==> src/g729_params.svh <==
`ifndef G729_PARAMS_SVH
`define G729_PARAMS_SVH

// Scratch memory geometry
`define MEM_DEPTH 2048
`define MEM_ADDR_W 11

// LPC order M and MA predictor order MA_NP
`define LPC_ORDER 10
`define MA_ORDER 4

// Final L_shl amount applied to the L_mult product
`define LSP_SHIFT 3

// 32-bit saturation limits
`define MAX_32 32'sh7fff_ffff
`define MIN_32 32'sh8000_0000

`endif

==> src/lspPkg.sv <==
`default_nettype none

`include "g729_params.svh"

package lspPkg;

	//////////////////////////////////////////////////
	// Fixed-point words
	//////////////////////////////////////////////////
	typedef logic signed [15:0] word16;
	typedef logic signed [31:0] word32;

	// Scratch memory address
	typedef logic [`MEM_ADDR_W-1:0] memAddr;

	//////////////////////////////////////////////////
	// Bundles
	//////////////////////////////////////////////////

	// Base addresses of the five arrays
	typedef struct packed {
		memAddr lspEle;
		memAddr fg;
		memAddr fgSumInv;
		memAddr freqPrev;
		memAddr lsp;
	} lspBases;

	// One memory request, host or engine
	typedef struct packed {
		memAddr addr;
		word32 wrData;
		logic we;
		logic re;
	} memReq;

	// Extraction engine FSM
	typedef enum logic [3:0] {
		IDLE,
		READ_LSP,
		READ_FREQ,
		READ_FG,
		ACCUM,
		READ_INV,
		MULT,
		SHIFT,
		WRITE,
		FINISH
	} engineState;

endpackage

`default_nettype wire

==> src/lShiftSeq.sv <==
`default_nettype none

`include "g729_params.svh"

module lShiftSeq import lspPkg::*;
(
	input wire clk,
	input wire rstN,
	input wire shlReady,
	input wire word32 shlIn,
	output logic shlDone,
	output word32 shlOut
);

	localparam int CNT_W = $clog2(`LSP_SHIFT + 1);

	logic busy;
	logic [CNT_W-1:0] cnt;
	logic [CNT_W-1:0] nextCnt;
	word32 shiftReg;
	word32 src;
	word32 stepped;
	logic ovf;
	logic finish;

	// First shift happens on the load cycle
	assign src = shlReady ? shlIn : shiftReg;

	// Next shift would flip the sign
	assign ovf = src[31] ^ src[30];
	assign stepped = ovf ? (src[31] ? `MIN_32 : `MAX_32) : (src <<< 1);

	assign nextCnt = shlReady ? CNT_W'(`LSP_SHIFT - 1) : cnt - 1'b1;
	assign finish = ovf || (nextCnt == '0);

	always_ff @(posedge clk)
	begin
		if (!rstN)
		begin
			busy <= 1'b0;
			shlDone <= 1'b0;
			cnt <= '0;
		end
		else
		begin
			shlDone <= 1'b0;
			if (shlReady || busy)
			begin
				shiftReg <= stepped;
				cnt <= nextCnt;
				busy <= !finish;
				shlDone <= finish;
			end
		end
	end

	// Holds the last value, saturated or not
	assign shlOut = shiftReg;

endmodule

`default_nettype wire

==> config.mk <==
export PLATFORM = sky130hd
export DESIGN_NAME = lShiftSeq
export DESIGN_NICKNAME = d
export VERILOG_FILES = /design/src/lspPkg.sv /design/src/lShiftSeq.sv
export VERILOG_INCLUDE_DIRS = /design/src
export SDC_FILE = /design/constraint.sdc
export NUM_CORES = 1
export LEC_CHECK = 0
export ABC_AREA = 1
export BUFFER_PORTS_ARGS = -buffer_cell sky130_fd_sc_hd__buf_2
export CAP_MARGIN = 20
export CORE_MARGIN = 1
export CORE_UTILIZATION = 50
export CTS_CLUSTER_SIZE = 25
export DETAILED_ROUTE_END_ITERATION = 8
export PLACE_DENSITY_LB_ADDON = 0.15
export SLEW_MARGIN = 20
export SYNTH_ARGS = -nofsm -noshare
export SYNTH_HDL_FRONTEND = slang
export SYNTH_SLANG_ARGS = --single-unit
==> constraint.sdc <==
create_clock -name clk -period 3.1 [get_ports clk]
set_input_delay 0.465 -clock clk [delete_from_list [all_inputs] [get_ports clk]]
set_output_delay 0.465 -clock clk [all_outputs]
set_load 0.05 [all_outputs]
==> results.md, run 1 <==
- In this run, the clock network consumes 24.7% of the power.
- The number of nets in the synthesized netlist is 215.
- The portion of the clock cycle consumed by the worst path in the final layout is 71.0%.
- The die is roughly 65 um wide.
- After clock tree synthesis, the clock-pin slew on the worst setup and hold paths is 0.07 ns.
- The number of nets in the layout is 277.
- The worst setup path is launched from an input pin.
- The CTS sink count is 36.
- Among cell families on the critical path, the largest total delay comes from simple AND/OR/NAND/NOR gates.
- The detailed router finished its first iteration with slightly above 70 violations.
- The final worst setup slack is 0.898 ns.
- The total number of placement rows is 22.
- The post-CTS setup buffer count is 0.
- The type of element capturing the critical path is a flip-flop.
- The routed wire length is 3.73 mm.
- Ranked by total cell area, the synthesized netlist is headed by sky130_fd_sc_hd__edfxtp_1, sky130_fd_sc_hd__o21ai_2, sky130_fd_sc_hd__or2_2.
- The final hold violation count was 0.
- The worst setup slack before clock tree synthesis is 0.605 ns.
- The largest net degree at the start of global routing is 39.
- The number of max-cap violations is 0.
- The repair_antennas step left the layout with diodes totalling 0.
- Net switching is between 30% and 40% of the power.
- The data arrival at the endpoint of the critical path is 2.33 ns.
- Summed over all cells, the static leakage comes to 0.992 nW.
- In this run the number of H-tree levels came out at 2.
- The die outline height is 64.6 um.
- The total placed cells including tap cells is 283.
- The transition time of the tightest slew-check pin is between 0.5 and 0.6 ns.
- The number of pins with negative max-slew slack in the final report is 0.
- TritonCTS built the clock tree.
- Routability-driven placement finished with a final weighted congestion of 0.724.
- The top cell type by area accounts for 49.1% of the synthesized area.
- The cell sitting at the root of the clock tree is a sky130_fd_sc_hd__clkbuf_8.
- Across the VDD grid, the largest voltage drop is 0.000244 V.
- The classification of the worst setup path is in2reg.
- The number of antenna violations at the first check in global routing was 0.
- The finished layout holds a little under 300 standard cells, fillers aside.
- The layout overhead on the synthesized area is 19.6%.
- The number of instances resized during post-cts repair is 0.
- The first-pass GRT wire length is 6.06 mm.
- The biggest fanout along the worst timing path is 38.
- The gate count of the mapped netlist is 180.
- Clock latency on the worst-skew pair, taken at its later pin, is between 0.2 and 0.3 ns.
- The vias per cell is between 5 and 6.
- The die covers ~0.0042 mm^2.
- The highest clock rate is ~450 MHz.
- In the detailed route, the total length drawn on met3 is roughly 200 um.
- The worst clock skew on the final layout is 0.00802 ns.
- The area of the mapped netlist is 0.00196 mm^2.
- The floorplan step defined a core boundary enclosing about 0.0037 mm^2.
- The via count of the first global-routing pass is 1,284.
- The library cell with the largest summed area after synthesis is sky130_fd_sc_hd__edfxtp_1.
- The layout has 340 filler cells.
- The initial cell density of the core is 52.7%.
- The first detailed-routing pass ran for 4 iterations.
- Summing all multi-input logic gate instances after layout gives 769 um^2.
- The critical path goes through buf_2 -> inv_4 -> nand2_1 -> nand2_1 -> nand2_8 -> nand2_4 -> o21ai_2.
- The wire length on met1 is 1.84 mm.
- In this run, synthesis produced a sequential element count of 36.
- The internal portion of the total power is 0.839 mW.
- The total via count after detailed routing is between 1,000 and 1,500.
- The post-synthesis cell type count is 20.
- The total chip power is 1.24 mW.
- The share of the yosys chip area belonging to registers is ~53%.
- The total of buffers placed on input and output ports is 67.
- The final setup TNS is 0 ns.
- For this run, the slowest stage of the critical path takes 0.44 ns.
- In this run the power density over the cells is 530 mW/mm^2.
- Combinational logic is responsible for between 20% and 30% of the overall power.
- In this run the worst hold path is classified as in2reg.
- The buffering stage count on the worst path with inverters included is 2.
- The share of cells above drive strength 1 is about 59%.
- The synthesized area per cell is 10.9 um^2.
- The flow ran to the end, and the final reports show no timing, DRC or antenna violations.
- The critical path required time is 3.22 ns.
- The amount of wire on met2 after detailed routing is 1.67 mm.
- The overall track demand over capacity in global routing is 19.0%.
- Setup violations remaining at the end of the flow were counted as 0.
- The number of remaining DRC errors is 0.
- Hold repair after CTS inserted 0 buffers.
- During synthesis, Yosys emitted a total of 0 warnings.
- The combined flip-flop and latch cell area is 0.00104 mm^2.
- Detailed placement finished with a half-perimeter wire length of 2.43 mm.
- The wire length per cell is between 10 and 15 um.
- The highest metal layer carrying signal wires in the routed design is met4.
- The fraction of power consumed by sequential logic is 48.2%.
- The clock period minus final worst setup slack is 2.20 ns.
- The maximum clock insertion buffer count is 2.
- By instance count, the cell type seen most on the critical path is sky130_fd_sc_hd__nand2_1.
- Setup repair after global routing left no endpoint under its margin.
- The count of nets left with antenna violations once routing finished came out at 0.
- The analysis attributes to net switching a power of 0.403 mW.
- In this run the tightest slew margin relative to its limit is 63.9%.
- After global routing the overflow that remains totals 0.
- The slowest stage of the critical path is the sky130_fd_sc_hd__buf_2 cell.
- In this run, CTS created clock tree buffers numbering 5.
- In this run the count of I/O pins placed on the die edge is ~70.
==> metal layers <==
layer | vias up | track usage (%)
met5 | - | 0
met2 | 50 | 27.5
met1 | 664 | 28.0
li1 | 740 | -
met4 | 0 | 5.83
met3 | 4 | 4.58
==> power by group through the flow <==
stage	Sequential [mW]	Clock (mW)	Combinational, mW
after floorplan	0.725	0	0.159
after global placement	0.610	0	0.334
after detailed placement	0.608	0	0.338
after CTS	0.599	0.315	0.339
after global routing	0.603	0.338	0.361
final	0.599	0.306	0.337
==> final timing paths <==
path                                    to  cells after the start  slack [ns]      start
worst max-delay path            shlOut[12]                      7        0.90   shlReady
worst min-delay path             flip-flop                      1        0.39  shlIn[31]
worst max register to register  shlOut[12]                      6        1.38  flip-flop
worst min register to register      cnt[0]                      2        0.52       busy
==> Yosys cell counts, drive strengths merged <==
master,number
a21oi,1
buf,9
clkbuf,5
dfxtp,4
edfxtp,32
inv,10
nand2,21
nand3,1
nor2,4
o21ai,62
or2,31
==> through the flow <==
| stage | hold slack [ns] | util, % | area [um^2] |
|---|---|---|---|
| global placement | 0.515 | 60.8 | 2260 |
| finish | 0.391 | 63.0 | 2340 |
| global route | 0.395 | 63.0 | 2340 |
| CTS | 0.386 | 63.0 | 2340 |
| floorplan | 0.487 | - | 1960 |
| detailed placement | 0.514 | 60.8 | 2260 |
==> state kept, by name, indices dropped and copies added, names as in the netlist, named ones only <==
signal	cells
shlDone	1
busy	1
cnt	2
shlOut	31
==> kinds of logic (layout without fill, tap and decap cells) <==
group           Yosys count  count (layout)  share of synthesized area [%]
buf+inv                  24              87                           7.48
simple gates             57              57                           17.5
compound gates           63              63                           21.9
flops                    36              36                           53.2
==> cell usage in the layout, fill, tap and decap left out <==
cell and count:
sky130_fd_sc_hd__a21oi_1 1, sky130_fd_sc_hd__o21ai_1 7, sky130_fd_sc_hd__nand3_1 1, sky130_fd_sc_hd__dfxtp_1 4, sky130_fd_sc_hd__nand2_4 3, sky130_fd_sc_hd__o21ai_2 30, sky130_fd_sc_hd__clkinv_1 1, sky130_fd_sc_hd__nand2_2 4
sky130_fd_sc_hd__inv_1 9, sky130_fd_sc_hd__nand2_8 1, sky130_fd_sc_hd__or2_2 31, sky130_fd_sc_hd__nor2_1 4, sky130_fd_sc_hd__clkbuf_8 5, sky130_fd_sc_hd__clkbuf_1 2, sky130_fd_sc_hd__nand2_1 13, sky130_fd_sc_hd__inv_4 1
sky130_fd_sc_hd__buf_2 67, sky130_fd_sc_hd__edfxtp_1 32, sky130_fd_sc_hd__buf_4 2, sky130_fd_sc_hd__o21ai_0 25
==> worst register-to-register path: stages (launching register included) <==
cell	delay (ns)
sky130_fd_sc_hd__edfxtp_1	0.43
sky130_fd_sc_hd__inv_1	0.12
sky130_fd_sc_hd__nand2_4	0.06
sky130_fd_sc_hd__nand2_4	0.09
sky130_fd_sc_hd__nand2_8	0.20
sky130_fd_sc_hd__nand2_4	0.47
sky130_fd_sc_hd__o21ai_2	0.10
==> final cells by class <==
| cell class | instances | share of cell area [%] |
|---|---|---|
| Multi-Input combinational cell | 120 | 32.9 |
| Sequential cell | 36 | 44.5 |
| Clock buffer | 7 | 3.26 |
| Clock inverter | 1 | 0.160 |
| Inverter | 10 | 1.71 |
| Timing Repair Buffer | 69 | 15.0 |
| Tap cell | 48 | 2.57 |
No activity file was read; power rests on OpenSTA's default activity.
==> run 2, diff against run 1 <==
==> constraint.sdc (replaced) <==
create_clock -name clk -period 2.1 [get_ports clk]
set_input_delay 0.315 -clock clk [delete_from_list [all_inputs] [get_ports clk]]
set_output_delay 0.315 -clock clk [all_outputs]
set_load 0.05 [all_outputs]
==> run 2 against run 1 <==
  * Sequential share of layout area fell by 0.52 points
  * Die area did not move
  * Power rose by 49%
  * Largest power group unchanged
==> results.md, run 2 (synthesized netlist as in run 1, its figures left out) <==
- The first-pass GRT wire length is 6.29 mm.
- In this run the worst hold path is classified as in2reg.
- Clock-pin slew was measured on the worst setup and hold paths at 0.07 ns.
- The via count of the first global-routing pass came to 1,381.
- The relative contribution of combinational cells to total power is 27.3%.
- The library cell used most frequently in the layout, excluding fill and tap cells, is sky130_fd_sc_hd__buf_2.
- The final setup TNS is 0 ns.
- The die area is roughly 0.0042 mm^2.
- The number of antenna violations at the first check in global routing is 0.
- The switching power of the nets is roughly 0.6 mW.
- The type of element capturing the critical path is a flip-flop.
- The routed wire length is approximately 3.8 mm.
- Prior to clock tree synthesis, the placed netlist has a worst setup slack of between 0.2 and 0.25 ns.
- The final hold violation count came to 0.
- Headroom to the max-slew limit came out at between 60% and 70%.
- Relative to the synthesized area, the layout overhead comes to 21.0%.
- In this run the power density over the cells is 782 mW/mm^2.
- The number of antenna diodes in the final layout is 0.
- The flip-flop count of the largest register, all copies and words added is 31.
- The highest clock rate is 632 MHz.
- Global routing used 19.8% of the available tracks across all layers.
- The number of remaining DRC errors is 0.
- The worst path in the final design needs a cycle of 1.58 ns, including I/O delays and setup.
- The initialized floorplan defines 22 standard-cell rows.
- The standard cell core area is ~0.0037 mm^2.
- The post-CTS setup buffer count is 0.
- The final worst setup slack is 0.518 ns.
- Per report_power, the sequential group accounts for between 40 and 50% of the total.
- The internal power is 1.24 mW.
- The post-route netlist has 59.6% of its cells at a drive strength greater than 1.
- The leakage power is 1.00 nW.
- The highest layer touched by signal routing is met4.
- The wire length on met1 is 1.90 mm.
- The source-to-sink clock delay at the later pin of the worst-skew pair is approximately 0.28 ns.
- The TritonCTS clock tree is yes.
- After legalization and detailed placement, the total HPWL measured approximately 2.5 mm.
- The number of nets with antenna violations after detailed routing is 0.
- The clock tree synthesis step divided the H-tree into 2 levels.
- In the layout the commonest cells are sky130_fd_sc_hd__buf_2, sky130_fd_sc_hd__edfxtp_1, sky130_fd_sc_hd__or2_2.
- Counting tap cells, the placed design contains a total of 285 instances.
- The number of buffers inserted during clock tree synthesis is 5.
- The number of nets in the layout is around 280.
- The transition time of the tightest slew-check pin is 0.517 ns.
- The tree is rooted in a sky130_fd_sc_hd__clkbuf_8.
- The flow ran to the end, and the final reports show no timing, DRC or antenna violations.
- The number of DRC markers after the initial detailed-route iteration is approximately 100.
- STA puts the critical path data required time at 2.12 ns.
- Pin placement for this block handled slightly below 70 I/O pins.
- The number of pins with negative max-slew slack in the final report is 0.
- The clock network burns 25.0% of the power.
- Dividing the detail-routed via count by the number of cells gives 4.98.
- The maximum clock insertion buffer count is 2.
- For the worst setup path, the data arrival time is 1.60 ns.
- The number of buffers added to fix hold violations after cts is 0.
- The startpoint type of the worst setup path is an input pin.
- The horizontal die dimension is between 60 and 70 um.
- For this run the aggregate overflow at the end of global routing stands at 0.
- Input and output buffers added on the ports amount to between 60 and 70.
- Entering global routing, the biggest net connects 32 pins.
- The classification of the worst setup path is in2reg.
- The number of instances resized during post-cts repair is 0.
- The routed length on met3 is 194 um.
- In this run switching power makes up 32.8% of total power.
- Once the floorplan was initialized, standard cells occupied 52.7% of the core.
- In this run the worst path has a maximum fanout of 30.
- The CTS sink count is 36.
- The maximum resistive drop on vdd is roughly 0.00043 V.
- The worst clock skew on the final layout is 0.00322 ns.
- The number of max-cap violations is 0.
- The wire length per cell is between 10 and 15 um.
- The amount of wire on met2 after detailed routing is 1.70 mm.
- The total via count after detailed routing is 1,459.
- In the finished design, the share of the clock period the worst path needs comes to about three quarters.
- Setup repair after global routing left no endpoint under its margin.
- After the flow finishes, the layout carries non-filler instances totaling ~300.
- The final number of setup-violating endpoints is 0.
- The congestion estimate from routability-driven global placement came to 0.743.
- Before antenna repair, the detailed router went through 4 iterations.
- The die outline height is 64.6 um.
-- run 2: worst max-delay path, stage by stage --
cell	delay, ns
sky130_fd_sc_hd__buf_2	0.19
sky130_fd_sc_hd__inv_4	0.20
sky130_fd_sc_hd__nand2_1	0.07
sky130_fd_sc_hd__nand2_1	0.16
sky130_fd_sc_hd__nand2_8	0.13
sky130_fd_sc_hd__nand2_4	0.42
sky130_fd_sc_hd__o21ai_2	0.09
-- run 2: power groups by stage --
| stage | Sequential, mW | Combinational (mW) | Clock [mW] |
|---|---|---|---|
| after global placement | 0.900 | 0.503 | 0 |
| after global routing | 0.889 | 0.543 | 0.515 |
| final | 0.883 | 0.506 | 0.463 |
| after CTS | 0.884 | 0.507 | 0.474 |
| after floorplan | 1.07 | 0.235 | 0 |
| after detailed placement | 0.897 | 0.507 | 0 |
-- run 2: metrics by stage --
step | utilization (%) | instance area (um^2) | total power, mW | hold slack [ns]
after global placement | 61.6 | 2290 | 1.40 | 0.508
after detailed placement | 61.6 | 2290 | 1.40 | 0.510
after floorplan | - | 1960 | 1.31 | 0.414
after CTS | 63.7 | 2370 | 1.87 | 0.238
final | 63.7 | 2370 | 1.85 | 0.248
after global routing | 63.7 | 2370 | 1.95 | 0.236
-- run 2: path summary, 6_finish.rpt --
| path | from | endpoint | slack (ns) | depth (start not counted) |
|---|---|---|---|---|
| hold reg to reg | busy | cnt[0] | 0.52 | 2 |
| setup reg to reg | flip-flop | shlOut[10] | 0.54 | 6 |
| setup / recovery | shlReady | shlOut[10] | 0.52 | 7 |
| hold / removal | shlIn[31] | flip-flop | 0.25 | 1 |
-- run 2: layout make-up --
class                      instances  area, um^2
fill                             336        1350
sequential                        36        1040
multi-input combinational        120         769
timing repair buffer              71         378
clock buffer                       7        76.3
tap                               48        60.1
inverter                          10        40.0
clock inverter                     1        3.75
-- run 2: metal layers --
metal  GRT usage [%]  vias up
met5               0        -
met3            5.28        5
met1            27.0      667
met2            31.4       46
li1                -      741
met4            5.00        0
==> run 3, diff against run 2 <==
==> constraint.sdc (replaced) <==
create_clock -name clk -period 1.65 [get_ports clk]
set_input_delay 0.2475 -clock clk [delete_from_list [all_inputs] [get_ports clk]]
set_output_delay 0.2475 -clock clk [all_outputs]
set_load 0.05 [all_outputs]
==> run 3 against run 2 <==
  * Cell count rose by 1.4%
  * Count of clock-buffer cells in the layout stayed put
  * Non-clock buffer count is 4 higher
  * Power up 28%
  * Hold slack got worse by 0.071 ns
  * Die area did not move
  * Clock power is 27% higher
  * Global-route usage grew 1.4 points
  * Sequential power rose by 27%
==> results.md, run 3 (synthesized netlist as in run 1, its figures left out) <==
- The number of cells on the worst reg-to-reg path is 7.
- On the final layout, the worst clock skew is approximately 0.0083 ns.
- The critical path required time is 1.68 ns.
- Of all nets on the critical path, the largest fanout is 30.
- The first global-routing pass estimated 6.64 mm of wire.
- The worst slew slack as a fraction of its limit is 80.6%.
- In this run the post-CTS setup repair buffer count came out at 0.
- The layout overhead on the synthesized area is 23.8%.
- The total via count after detailed routing is between 1,000 and 1,500.
- The total grt overflow is 0.
- Internal power comes to between 1.5 and 2 mW.
- The critical path in this run is classified as reg2reg.
- In this run the static leakage power is a little over 1 nW.
- The total placed cells including tap cells is 289.
- After clock tree synthesis, the clock-pin slew on the worst setup and hold paths is 0.07 ns.
- The slowest stage of the critical path is the sky130_fd_sc_hd__edfxtp_1 cell.
- The final hold violation count is 0.
- The placer congestion estimate is 0.713.
- The final layout contains routed wiring with a total length of 3.87 mm.
- The placed cell area is 0.00234 mm^2.
- The capturing point of the worst reg2reg path is shlOut[24].
- The final core area utilization is 65.2%.
- The top cell types in the final layout, fill and taps aside, are sky130_fd_sc_hd__buf_2, sky130_fd_sc_hd__edfxtp_1, sky130_fd_sc_hd__or2_2.
- Clock tree synthesis selected as its root buffer the cell sky130_fd_sc_hd__clkbuf_8.
- The power density of the placed cells is ~980 mW/mm^2.
- The repair_antennas step left the layout with diodes totalling 0.
- Of the cells placed in the final design, the portion with a size suffix greater than 1 is approximately three fifths.
- Of the total power, the share spent switching nets is 32.6%.
- The via count of the first global-routing pass came to 1,381.
- The overall track demand over capacity in global routing is about a fifth.
- The instance count along the most critical hold path is 1.
- Timing would allow up to 736 MHz.
- Summing internal, switching and leakage power gives 2.38 mW.
- The switching power of the nets is 0.775 mW.
- Combinational cells account for 28.1% of the total power.
- The worst register-to-register path has a setup slack of around 0.3 ns.
- In this design, the largest share of critical-path delay is due to flip-flops.
- TritonCTS built the clock tree.
- Before antenna repair, the detailed router went through 4 iterations.
- The longest individual stage delay on the worst path is 0.42 ns.
- The horizontal die dimension is 64.6 um.
- The flip-flop count of the largest register, all copies and words added is 31.
- The number of antenna violations at the first check in global routing was 0.
- The wire length per cell is 13.0 um.
- The number of remaining DRC errors is 0.
- The flow ran to the end, and the final reports show no timing, DRC or antenna violations.
- The number of buffers and inverters on the critical path is 2.
- The number of pins with negative max-slew slack in the final report is 0.
- The number of nets with antenna violations after detailed routing is 0.
- The cell area after layout is 0.00242 mm^2.
- Traced cell by cell, the critical path runs through inv_1 -> nand2_4 -> nand2_4 -> nand2_8 -> nand2_4 -> buf_12 -> o21ai_2.
- 68 I/O pins were placed.
- The clock network is responsible for 24.6% of the overall power.
- The final standard cell count with taps included and fillers excluded is just under 300.
- The tool flagged a number of max-cap violations equal to 0.
- The initial cell density of the core is 52.7%.
- The worst setup path is captured at a flip-flop.
- Entering global routing, the biggest net connects 33 pins.
- In this run the standard cell core region covers 0.00372 mm^2.
- Buffers inserted during clock tree synthesis total 5.
- Leaving out fill and tap cells, the most frequent cell in the layout is sky130_fd_sc_hd__buf_2.
- Setup violations remaining at the end of the flow were counted as 0.
- The clock period minus final worst setup slack is 1.36 ns.
- The tightest min-delay check is of the in2reg type.
- The data arrival at the endpoint of the critical path is 1.38 ns.
- IR analysis of the VDD net gives a maximum drop of around 0.0005 V.
- The wire-length estimate of the detail-placed layout is 2.58 mm.
- Final hold analysis gives a worst-case slack of 0.177 ns.
- In this run, post-CTS repair resized a total of 0 instances.
- The detailed router finished its first iteration with 105 violations.
- Setup repair after global routing left no endpoint under its margin.
- The number of buffers added to fix hold violations after cts is 0.
- The vias per cell is between 4 and 5.
- The startpoint type of the worst setup path is a flip-flop.
- The longest clock path from root to sink contains 2 buffers.
- The worst setup slack before clock tree synthesis is 0.128 ns.
- The H-tree was split into 2 levels.
- For this design, the sink count on the clock tree is 36.
- The final worst setup slack is 0.291 ns.
- The count of filler cells inserted in the layout is 332.
- The die area is 0.00417 mm^2.
- The fraction of power consumed by sequential logic is between 40% and 50%.
- The total of buffers placed on input and output ports is between 60 and 70.
- Among the stages of the critical path, the cell type that occurs most often is sky130_fd_sc_hd__nand2_4.
- At the pin with the least slew margin, the transition time is 0.291 ns.
- The final critical path takes up 82.3% of the cycle.
- The floorplan has 22 rows.
- Measured along the y axis, the die boundary spans 64.6 um.
- The number of nets in the layout is 283.
- The clock reaches the later pin of the worst-skew pair after 0.28 ns.
- The startpoint of the lowest-slack hold path is shlIn[31].
- For the final routed database, the setup TNS stands at 0 ns.
-- run 3: worst reg2reg max path, stage by stage, from the launching register on --
cell and delay, ns:
sky130_fd_sc_hd__edfxtp_1 0.42, sky130_fd_sc_hd__inv_1 0.12, sky130_fd_sc_hd__nand2_4 0.06, sky130_fd_sc_hd__nand2_4 0.08, sky130_fd_sc_hd__nand2_8 0.06, sky130_fd_sc_hd__nand2_4 0.06, sky130_fd_sc_hd__buf_12 0.21, sky130_fd_sc_hd__o21ai_2 0.10
-- run 3: metal layers --
layer	global-route usage, %	part of all wire [%]	up-vias
met3	4.58	4.1	4
li1	-	-	751
met1	30.8	48	667
met4	7.50	1.0	0
met5	0	0	-
met2	31.3	46	43
-- run 3: how the worst max path moves through the flow --
stage                   start          to  slack, ns  depth (start not counted)
floorplan           flip-flop  shlOut[28]       0.12                          6
global placement     shlReady  shlOut[21]       0.17                          7
detailed placement   shlReady     shlDone       0.13                          9
CTS                 flip-flop  shlOut[24]       0.29                          7
global route        flip-flop  shlOut[19]       0.22                          7
finish              flip-flop  shlOut[24]       0.29                          7
-- run 3: power by group through the flow --
stage / clock network [mW] / logic, mW / registers (mW)
finish: 0.586 / 0.669 / 1.12
global route: 0.650 / 0.720 / 1.13
CTS: 0.607 / 0.673 / 1.12
detailed placement: 0 / 0.671 / 1.14
global placement: 0 / 0.666 / 1.14
floorplan: 0 / 0.300 / 1.36
-- run 3: cell type report --
class | instances | area [um^2] | share of cell area, %
flip-flops and latches | 36 | 1040 | 43.0
repair buffers | 75 | 433 | 17.9
clock inverters | 1 | 3.75 | 0.155
clock buffers | 7 | 76.3 | 3.15
inverters | 10 | 40.0 | 1.65
well taps | 48 | 60.1 | 2.48
multi-input cells | 120 | 769 | 31.8
